--- src/design/audio_pkg.sv ---
////////////////////////////////////////
// Shared audio sample and mix types
// Master boost mode encoding
// Two-slope compressor constants
////////////////////////////////////////

`default_nettype none

package audio_pkg;

	// Signed sample at every channel input and output
	typedef logic signed [15:0] sample_t;

	// Stereo accumulator, two bits of headroom over a sample
	typedef logic signed [17:0] wide_t;

	// Master boost; the unused code 3 acts as BOOST_X4
	typedef enum logic [1:0] {
		BOOST_OFF = 2'd0,
		BOOST_X2  = 2'd1,
		BOOST_X4  = 2'd2
	} boost_t;

	// Input sample set to output word
	localparam int MIX_LATENCY = 4;

	////////////////////////////////////////
	// Compressor, 2x mode
	////////////////////////////////////////

	// Slope divider above the knee
	localparam int COMP_RATIO_X2 = 4;
	// Linear gain below the knee
	localparam int COMP_GAIN_X2 = 2;
	// Knee magnitude of the 16-bit word
	localparam int COMP_KNEE_X2 = 14044;
	// Output level reached at the knee
	localparam int COMP_BASE_X2 = COMP_KNEE_X2 * COMP_GAIN_X2;

	////////////////////////////////////////
	// Compressor, 4x mode
	////////////////////////////////////////

	localparam int COMP_RATIO_X4 = 8;
	localparam int COMP_GAIN_X4 = 4;
	// Upper slope ends just at full scale
	localparam int COMP_KNEE_X4 = 7399;
	localparam int COMP_BASE_X4 = COMP_KNEE_X4 * COMP_GAIN_X4;

endpackage

`default_nettype wire

--- src/design/audio_src_if.sv ---
////////////////////////////////////////
// Source channel bundle of one sample set
// CD audio, PSG and ADPCM levels
////////////////////////////////////////

`timescale 1ns/1ps
`default_nettype none

interface audio_src_if;

	// CD audio, stereo
	audio_pkg::sample_t cdda_l;
	audio_pkg::sample_t cdda_r;

	// PSG, stereo
	audio_pkg::sample_t psg_l;
	audio_pkg::sample_t psg_r;

	// ADPCM is mono and feeds both sides
	audio_pkg::sample_t adpcm;

	// Driving side, fed from the top-level ports
	modport src (
		output cdda_l,
		output cdda_r,
		output psg_l,
		output psg_r,
		output adpcm
	);

	// Mixer side, sampled every clock
	modport snk (
		input cdda_l,
		input cdda_r,
		input psg_l,
		input psg_r,
		input adpcm
	);

endinterface

`default_nettype wire

--- src/design/audio_level_mix.sv ---
////////////////////////////////////////
// Three-stage stereo level mixer
// PSG and ADPCM reduction, 18-bit sum,
// CD boost and 5/4 range scaling
////////////////////////////////////////

`timescale 1ns/1ps
`default_nettype none

module audio_level_mix (
	input wire clk_sys,
	input wire reset,
	audio_src_if.snk src,
	input wire cd_boost,
	output audio_pkg::sample_t word_l,
	output audio_pkg::sample_t word_r
);

	// Gain of 1/2 + 1/4 + 1/2^last_shift
	function automatic audio_pkg::sample_t reduce(
		audio_pkg::sample_t s,
		int last_shift
	);
		reduce = (s >>> 1) + (s >>> 2) + (s >>> last_shift);
	endfunction

	// Sign extension into the accumulator
	function automatic audio_pkg::wide_t widen(audio_pkg::sample_t s);
		widen = s;
	endfunction

	// Index 0 is left, 1 is right
	audio_pkg::sample_t cdda_in [2];
	audio_pkg::sample_t psg_in [2];

	// Stage 1: reduced sources, CD delayed to stay aligned
	audio_pkg::sample_t cdda_s1 [2];
	audio_pkg::sample_t psg_s1 [2];
	audio_pkg::sample_t adpcm_s1;

	// Stage 2: raw stereo sum
	audio_pkg::wide_t sum_s2 [2];

	// Stage 3: range-scaled sum
	audio_pkg::wide_t mix_s3 [2];

	assign cdda_in = '{src.cdda_l, src.cdda_r};
	assign psg_in = '{src.psg_l, src.psg_r};

	////////////////////////////////////////
	// Pipeline
	////////////////////////////////////////

	always_ff @(posedge clk_sys) begin
		if (reset) begin
			adpcm_s1 <= '0;
			for (int i = 0; i < 2; i++) begin
				cdda_s1[i] <= '0;
				psg_s1[i] <= '0;
				sum_s2[i] <= '0;
				mix_s3[i] <= '0;
			end
		end else begin
			// ADPCM reduction shared by both sides
			adpcm_s1 <= reduce(src.adpcm, 3);

			for (int i = 0; i < 2; i++) begin
				cdda_s1[i] <= cdda_in[i];
				psg_s1[i] <= reduce(psg_in[i], 4);

				// CD counted a second time under boost
				sum_s2[i] <= widen(cdda_s1[i])
					+ (cd_boost ? widen(cdda_s1[i]) : '0)
					+ widen(psg_s1[i])
					+ widen(adpcm_s1);

				// Without boost, 1 + 1/4 to fill the range
				if (cd_boost) begin
					mix_s3[i] <= sum_s2[i];
				end else begin
					mix_s3[i] <= sum_s2[i] + (sum_s2[i] >>> 2);
				end
			end
		end
	end

	// Upper 16 bits of the accumulator
	assign word_l = mix_s3[0][17:2];
	assign word_r = mix_s3[1][17:2];

endmodule

`default_nettype wire

--- src/design/audio_compressor.sv ---
////////////////////////////////////////
// Two-slope compressor for one channel
// 2x and 4x modes, registered output
////////////////////////////////////////

`timescale 1ns/1ps
`default_nettype none

module audio_compressor (
	input wire clk_sys,
	input wire reset,
	input wire audio_pkg::sample_t word,
	input wire audio_pkg::boost_t master_boost,
	output audio_pkg::sample_t audio
);

	// Works on the 16-bit magnitude, sign restored at the end
	function automatic audio_pkg::sample_t compress(
		audio_pkg::sample_t w,
		int knee,
		int gain,
		int ratio,
		int base
	);
		logic [15:0] v;
		logic [15:0] m;

		// Magnitude; -32768 reads as 32768 here
		if (w[15]) begin
			v = 16'(-w);
		end else begin
			v = 16'(w);
		end

		// Steep slope below the knee, shallow slope above
		if (v < knee) begin
			m = 16'(v * gain);
		end else begin
			m = 16'((v - knee) / ratio + base);
		end

		if (w[15]) begin
			compress = 16'(-m);
		end else begin
			compress = m;
		end
	endfunction

	audio_pkg::sample_t comp_x2;
	audio_pkg::sample_t comp_x4;
	audio_pkg::sample_t shaped;

	////////////////////////////////////////
	// Slope evaluation per mode
	////////////////////////////////////////

	// Constant knee and ratio keep each path free of a divider
	assign comp_x2 = compress(
		word,
		audio_pkg::COMP_KNEE_X2,
		audio_pkg::COMP_GAIN_X2,
		audio_pkg::COMP_RATIO_X2,
		audio_pkg::COMP_BASE_X2
	);

	assign comp_x4 = compress(
		word,
		audio_pkg::COMP_KNEE_X4,
		audio_pkg::COMP_GAIN_X4,
		audio_pkg::COMP_RATIO_X4,
		audio_pkg::COMP_BASE_X4
	);

	// Mode decode, code 3 falls through to 4x
	always_comb begin
		case (master_boost)
			audio_pkg::BOOST_OFF: begin
				shaped = word;
			end
			audio_pkg::BOOST_X2: begin
				shaped = comp_x2;
			end
			default: begin
				shaped = comp_x4;
			end
		endcase
	end

	////////////////////////////////////////
	// Output register, last pipeline stage
	////////////////////////////////////////

	always_ff @(posedge clk_sys) begin
		if (reset) begin
			audio <= '0;
		end else begin
			audio <= shaped;
		end
	end

endmodule

`default_nettype wire

--- src/design/audio_mixer_top.sv ---
////////////////////////////////////////
// Audio mixing and loudness path
// Level mixer and two compressors
////////////////////////////////////////

`timescale 1ns/1ps
`default_nettype none

module audio_mixer_top (
	input wire clk_sys,
	input wire reset,

	// Source sample set, one per clock
	input wire audio_pkg::sample_t cdda_l,
	input wire audio_pkg::sample_t cdda_r,
	input wire audio_pkg::sample_t psg_l,
	input wire audio_pkg::sample_t psg_r,
	input wire audio_pkg::sample_t adpcm,

	// Loudness controls
	input wire cd_boost,
	input wire audio_pkg::boost_t master_boost,

	// Mixed output, four clocks after its sample set
	output audio_pkg::sample_t audio_l,
	output audio_pkg::sample_t audio_r
);

	audio_src_if src_bus ();

	// Upper words of the stage-3 mix
	wire audio_pkg::sample_t word_l;
	wire audio_pkg::sample_t word_r;

	// Source side of the channel bundle
	assign src_bus.cdda_l = cdda_l;
	assign src_bus.cdda_r = cdda_r;
	assign src_bus.psg_l = psg_l;
	assign src_bus.psg_r = psg_r;
	assign src_bus.adpcm = adpcm;

	////////////////////////////////////////
	// Mixer, stages 1 to 3
	////////////////////////////////////////

	audio_level_mix u_level_mix (
		.clk_sys (clk_sys),
		.reset (reset),
		.src (src_bus.snk),
		.cd_boost (cd_boost),
		.word_l (word_l),
		.word_r (word_r)
	);

	////////////////////////////////////////
	// Compressors, stage 4
	////////////////////////////////////////

	audio_compressor comp_l (
		.clk_sys (clk_sys),
		.reset (reset),
		.word (word_l),
		.master_boost (master_boost),
		.audio (audio_l)
	);

	audio_compressor comp_r (
		.clk_sys (clk_sys),
		.reset (reset),
		.word (word_r),
		.master_boost (master_boost),
		.audio (audio_r)
	);

endmodule

`default_nettype wire

--- config.mk ---
export PLATFORM = sky130hd
export DESIGN_NAME = audio_mixer_top
export DESIGN_NICKNAME = d
export VERILOG_FILES = /design/src/design/audio_pkg.sv /design/src/design/audio_src_if.sv /design/src/design/audio_level_mix.sv /design/src/design/audio_compressor.sv /design/src/design/audio_mixer_top.sv
export SDC_FILE = /design/constraint.sdc
export NUM_CORES = 1
export LEC_CHECK = 0
export BUFFER_PORTS_ARGS = -buffer_cell sky130_fd_sc_hd__buf_2
export CAP_MARGIN = 15
export CORE_ASPECT_RATIO = 0.9
export CORE_UTILIZATION = 35
export CTS_CLUSTER_DIAMETER = 40
export CTS_CLUSTER_SIZE = 25
export DETAILED_ROUTE_END_ITERATION = 16
export GPL_ROUTABILITY_DRIVEN = 0
export PLACE_DENSITY_LB_ADDON = 0.15
export RECOVER_POWER = 100
export SYNTH_ARGS = -nofsm -noshare
export SYNTH_HDL_FRONTEND = slang
export SYNTH_HIERARCHICAL = 1
export SYNTH_SLANG_ARGS = --single-unit
--- constraint.sdc ---
create_clock -name clk_sys -period 7.5 [get_ports clk_sys]
set_input_delay 0.375 -clock clk_sys [delete_from_list [all_inputs] [get_ports clk_sys]]
set_output_delay 0.375 -clock clk_sys [all_outputs]
set_load 0.01 [all_outputs]
==> metrics.md, run 1 <==
| Metric | Value |
|---|---|
| Hold Path Depth | `2` |
| Wire length per cell | `between 15 and 20 microns` |
| Max FO, Critical Path | `24` |
| Total grt overflow | `0` |
| Vias in the first global route | `16910` |
| Final period utilization | `a little under 90%` |
| RSZ-0062 raised after global routing | `false` |
| Hold Startpoint | `cdda_r[12]` |
| Residual DRC | `0` |
| Antenna violations before repair | `0` |
| Die height | `between 200 and 250 microns` |
| CTS tree | `done` |
| Yosys top cell by area | `dfxtp_1` |
| Root buf cell | `clkbuf_16` |
| Count leader, synth | `nor2_1` |
| Cell Count Post-Placement | `between 3000 and 4000` |
| Crit-path cells | `inv_1 -> ha_1 -> or4b_1 -> o41a_1 -> and3_1 -> a21o_1 -> a31oi_1 -> a31o_1 -> mux2_1 -> o21bai_1 -> a2111oi_0 -> o21ai_0 -> a311o_1 -> a21oi_1` |
| Mean Syn Cell Area | `8.225 sq um` |
| Syn-to-layout area delta | `8.953%` |
| Crit path largest cell delay | `0.98 ns` |
| Die area | `57900 sq um` |
| Worst reg2reg setup slack | `around 0.98 ns` |
| Share of cells above drive strength 1 | `8.543%` |
| Worst skew pair latency | `roughly 0.50 ns` |
| WHS Endpoint | `u_level_mix/cdda_s1[0][28]` |
| Synth top cells by count | `239 x nor2_1, 192 x inv_1, 178 x nand2_1` |
| P per Cell Area | `~350 nW/um^2` |
| FF+latch area | `roughly 4000 sq um` |
| CTS Sinks | `180` |
| Netlist cell types | `123` |
| 1st-pass router iterations | `6` |
| Clk buf depth | `2` |
| Area share of the largest cell type after synthesis | `approximately 15%` |
| Number of enable flip-flop cells after synthesis | `32` |
| Worst endpoint data arrival time | `approximately 7 ns` |
| Hold WC Path Type | `input pin to flip-flop` |
| Final Critical Period | `6.520 ns` |
| IO Pins | `approximately 120` |
| Post-CTS sizing | `0` |
| Max-cap check violation count | `6` |
| Fmax | `between 0.15 and 0.2 GHz` |
| Vias after detailed routing | `approximately 18000` |
| VDD IR max | `0.0001537 V` |
| Die W | `253.5 microns` |
| Slew HR | `-152.5%` |
| Async SR Flop Fraction | `0%` |
| Nets | `around 2800` |
| Slew @ Worst Pin | `between 3 and 4 ns` |
| Post-DRT Antenna Nets | `0` |
| Final Setup Violations | `0` |
| Slowest-stage cell, CP | `a2111oi_0` |
| First-pass GRT wire length | `about 87 mm` |
| GRT Util Overall | `between 10% and 20%` |
| Critical setup path kind | `flip-flop to flip-flop` |
| Port buffer count | `113` |
| H-tree level count | `4` |
| P_leak | `approximately 0.0086 uW` |
| Max Slew Vio Count | `265` |
| Clk pin slew, worst setup/hold paths | `~0.09 ns` |
| Total CTS buffers | `17` |
| Area contributors post-synth | `dfxtp_1 15%, fa_1 11%, ha_1 7.5%` |
| Setup Fix Bufs, Post-CTS | `0` |
| Final cell count without fillers | `3261` |
| Post-cts hold buffer count | `0` |
| Synth warnings | `6` |
| Largest net degree at the start of global routing | `95` |
| Initial DRC Count | `between 1000 and 1500` |
| Outcome | `complete, but fails checks` |
| CP Capture Type | `flip-flop` |
| Reg2reg start | `u_level_mix/mix_s3[1][2]` |
| Final hold viol count | `0` |
| Antenna Cells | `0` |
| Final TNS setup | `0 ns` |
| Cell Rows | `82` |
| Violated checks | `capacitance limit, slew limit` |
| Post-Syn Area | `about 20000 sq um` |
| Seq/Total Area, Yosys | `between 15 and 20%` |
| Vias per Instance | `5.396` |
| CP required | `roughly 7.9 ns` |
| Pwr Total | `between 7000 and 8000 uW` |
| Mapped Cells | `about 2400` |
| Core area | `approximately 56000 sq um` |
| Worst reg2reg endpoint | `comp_r/audio[11]` |
| Synth Flop Type | `dfxtp_1` |
| Starting Density | `between 30% and 40%` |
| WL final | `approximately 53 mm` |
| CP Launch Type | `flip-flop` |
| Hpwl dp | `approximately 42 mm` |
| Multi-input logic area | `between 10000 and 15000 sq um` |
| Yosys reg bits | `180` |
| Clock skew | `about 0.021 ns` |
| R2R cell count | `14` |
| Filler cells | `a little under 6000` |
## worst max-delay path, delay by kind of cell (launching register included)
kind | cells | cell delay [ns]
compound gates | 9 | 3.88
buf+inv | 1 | 0.14
flops | 1 | 0.67
fa+ha+maj | 1 | 0.32
mux | 1 | 0.45
simple gates | 2 | 0.93
## kinds of logic (layout without fill, tap and decap cells)
group                      count (synthesis)  in the layout  synth area share (%)
and+or+nand+nor                          794            794                 20.05
AOI/OAI and AO/OA                        692            692                 25.37
buffers and inverters                    311            362                 6.253
adders and majority gates                227            227                 18.32
xor gates and xnor gates                 182            182                 8.331
DFF                                      180            180                 19.69
muxes                                     36             36                 1.971
other                                      1             32               0.01882
## worst max-delay path by stage
| stage | end | slack, ns | depth (start not counted) | startpoint |
|---|---|---|---|---|
| after global routing | comp_r/audio[15] | 0.59 | 14 | u_level_mix/mix_s3[1][2] |
| after detailed placement | comp_r/audio[13] | 1.52 | 19 | u_level_mix/mix_s3[1][2] |
| after global placement | comp_r/audio[13] | 1.60 | 19 | u_level_mix/mix_s3[1][2] |
| after CTS | comp_r/audio[13] | 1.47 | 19 | u_level_mix/mix_s3[1][2] |
| after floorplan | comp_r/audio[10] | 2.35 | 21 | u_level_mix/mix_s3[1][2] |
| final | comp_r/audio[11] | 0.98 | 14 | u_level_mix/mix_s3[1][2] |
## state kept, by name, summed over array words and instances (netlist names)
| register | flops |
|---|---|
| u_level_mix/psg_s1 | 32 |
| u_level_mix/cdda_s1 | 32 |
| u_level_mix/adpcm_s1 | 16 |
| comp_r/audio | 16 |
| comp_l/audio | 16 |
| u_level_mix/mix_s3 | 32 |
| u_level_mix/sum_s2 | 36 |
## area by class of cell
cell class,count,area share (%)
clock buffers,17,1.959
repair buffers,133,3.037
flip-flops and latches,180,18.07
inverters,197,3.406
multi-input cells,1963,68.29
well taps,756,4.356
clock inverters,15,0.8816
## routing by layer
metal | track usage, % | part of all wire [%] | vias to the layer above
li1 | - | - | 8831
met1 | 26.09 | 49 | 8210
met2 | 28.96 | 44 | 497
met3 | 3.291 | 5.8 | 57
met4 | 4.792 | 1.5 | 0
met5 | 0 | 0 | -
## power by group
part | internal [uW] | switching, uW
registers | 1240 | 226
clock network | 459 | 492
logic | 2050 | 3040
## cell usage in the layout (no fill, tap or decap), drive strengths merged, types with 25 or more instances in the layout
master,netlist,final
xnor2,126,126
conb,1,32
nor2,240,240
ha,119,119
clkbuf,69,56
nand2b,27,27
o21ai,129,129
nand3,52,52
dfxtp,148,148
or3,26,26
o21a,25,25
inv,195,204
nor2b,72,72
nor3,76,76
edfxtp,32,32
a31oi,31,31
nand2,179,179
a21oi,144,144
a21o,33,33
fa,108,108
a211oi,71,71
o211ai,35,35
xor2,55,55
buf,45,94
## metrics by stage
step	instance area (sq um)	hold WS, ns	utilization (%)	worst slack, ns
2_1_floorplan	20050	0.5032	-	2.349
3_3_place_gp	21210	0.5908	37.93	1.604
3_5_place_dp	21210	0.5890	37.93	1.519
4_1_cts	21830	0.04930	39.04	1.471
5_1_grt	21710	0.06293	38.83	0.5935
6_report	21710	0.08677	38.83	0.9803
Note: power is estimated with default switching activity, not from simulation.
==> run 2: changes to the inputs <==
--- a/config.mk
+++ b/config.mk
@@ -8,6 +8,7 @@
 export BUFFER_PORTS_ARGS = -buffer_cell sky130_fd_sc_hd__buf_2
 export CAP_MARGIN = 15
 export CORE_ASPECT_RATIO = 0.9
+export CORE_MARGIN = 5
 export CORE_UTILIZATION = 35
 export CTS_CLUSTER_DIAMETER = 40
 export CTS_CLUSTER_SIZE = 25
==> run 2 against run 1 <==
Compared with the run above:
- the run still ends with capacitance limit, slew limit left
- fmax decreased by 1.6%
- sequential share of layout area about the same
- critical path depth increased by 4
- critical path type unchanged
- combinational power about the same
- power increased by 0.23%
- final area about the same
- clock skew about the same
- register-to-register slack got worse by 0.10 ns
- cell count increased by 0.34%
- die area increased by 6.8%
- highest routed layer unchanged
- clock-buffer cell count increased by 1
==> metrics.md, run 2 (synthesis results as in run 1) <==
| Metric | Value |
|---|---|
| Outcome | `complete, but fails checks` |
| Violated checks | `capacitance limit, slew limit` |
| Max Slew Vio Count | `between 200 and 250` |
| Final Setup Violations | `0` |
| Syn-to-layout area delta | `9.047%` |
| WL final | `~54 mm` |
| First-pass GRT wire length | `approximately 90 mm` |
| Placed inst area | `approximately 21000 sq um` |
| Antenna violations before repair | `0` |
| Initial DRC Count | `roughly 1100` |
| Worst Setup SP | `u_level_mix/mix_s3[0][2]` |
| Setup Fix Bufs, Post-CTS | `0` |
| Starting Density | `about a third` |
| Commonest non-fill, non-tap cell in the layout | `nor2_1` |
| Die W | `around 260 microns` |
| Vias in the first global route | `~17000` |
| Fmax | `between 0.15 and 0.2 GHz` |
| Reg2reg start | `u_level_mix/mix_s3[0][2]` |
| CP Capture Type | `flip-flop` |
| Root buf cell | `clkbuf_16` |
| Hold WC Path Type | `input pin to flip-flop` |
| Vias per Instance | `between 5 and 6` |
| Clock skew | `about 0.02 ns` |
| Final hold viol count | `0` |
| Antenna Cells | `0` |
| Max FO, Critical Path | `30` |
| Final TNS setup | `0 ns` |
| Post-DRT Antenna Nets | `0` |
| CTS Sinks | `180` |
| Die height | `between 200 and 250 microns` |
| Vias after detailed routing | `between 15000 and 20000` |
| Slew @ Worst Pin | `4.382 ns` |
| Clk pin slew, worst setup/hold paths | `0.08 ns` |
| Most frequent cells in the layout | `239 x nor2_1, 192 x inv_1, 178 x nand2_1` |
| Largest net degree at the start of global routing | `95` |
| Slew HR | `-192.1%` |
| Total CTS buffers | `17` |
| Total grt overflow | `0` |
| CP required | `about 7.7 ns` |
| Clk buf depth | `2` |
| Post-cts hold buffer count | `0` |
| H-tree level count | `4` |
| Final Instance Area | `~22000 sq um` |
| Port buffer count | `113` |
| Top reg by flops | `u_level_mix/sum_s2` |
| Critical setup path kind | `flip-flop to flip-flop` |
| Share of cells above drive strength 1 | `between 8 and 9%` |
| GRT Util Overall | `between 10% and 20%` |
| Die area | `around 60000 sq um` |
| P_leak | `0.008630 uW` |
| Worst skew pair latency | `around 0.50 ns` |
| RSZ-0062 raised after global routing | `false` |
| Post-CTS sizing | `0` |
| 1st-pass router iterations | `6` |
| Hpwl dp | `around 42 mm` |
| Hold Startpoint | `cdda_r[11]` |
| Core area | `56700 sq um` |
| Final Critical Period | `~6.6 ns` |
| Final period utilization | `88.33%` |
| CTS tree | `done` |
| Max-cap check violation count | `4` |
| IO Pins | `117` |
| Residual DRC | `0` |
| Wire length per cell | `16.58 microns` |
| Cell Rows | `83` |
| CP Launch Type | `flip-flop` |
| P per Cell Area | `roughly 350 nW/um^2` |
| Nets | `2806` |
| VDD IR max | `around 0.00018 V` |
| Worst endpoint data arrival time | `6.82 ns` |
| Max FFs per register | `36` |
## run 2: metal layers
layer / up-vias / global-route usage [%] / wire length (microns)
met1: 8264 / 25.39 / 26460
met2: 489 / 27.62 / 24120
met4: 0 / 4.315 / 689
met3: 44 / 2.569 / 2984
li1: 8861 / - / -
met5: - / 0 / 0
## run 2: final cells by class
type                       instances  area, sq um
fill                            5972        34970
multi-input combinational       1963        14820
sequential                       180         3924
tap                              765        957.2
inverter                         197        739.5
timing repair buffer             135        685.7
clock buffer                      18        439.2
clock inverter                    14        167.7
## run 2: final timing paths
check | end | slack [ns] | cells past startpoint
min | u_level_mix/cdda_s1[0][27] | 0.1 | 2
max | comp_l/audio[12] | 0.88 | 18
max reg2reg | comp_l/audio[12] | 0.88 | 18
min reg2reg | u_level_mix/sum_s2[0][0] | 0.61 | 2
## run 2: metrics by stage
stage          power [uW]  util (%)  hold WS [ns]  worst slack, ns  instances
2_1_floorplan        5464         -        0.5032            2.349       2454
3_3_place_gp         6489     37.46        0.5920            1.556       3240
3_5_place_dp         6560     37.46        0.5953            1.434       3240
4_1_cts              7563     38.53       0.04885            1.396       3272
5_1_grt              8270     38.33       0.07387           0.4178       3272
6_report             7531     38.33       0.09598           0.8755       3272
## run 2: power breakdown
| group | switching, uW | total, uW | internal (uW) |
|---|---|---|---|
| logic | 3050 | 5100 | 2060 |
| clock network | 487 | 951 | 464 |
| registers | 232 | 1480 | 1240 |
| total | 3770 | 7530 | 3760 |
## run 2: critical path, stage by stage (launching register included)
cell and delay, ns:
edfxtp_1 0.62, inv_1 0.23, ha_1 0.38, nand2b_1 0.17
o31ai_1 0.49, xor2_1 1.21, nand2_1 0.26, o211ai_1 0.39
nand2_2 0.40, a21oi_1 0.33, ha_1 0.24, nand3_1 0.14
nor3_1 0.20, a41oi_1 0.13, or3_1 0.47, o31ai_1 0.30
xnor2_1 0.11, mux2i_1 0.16, o32ai_1 0.09
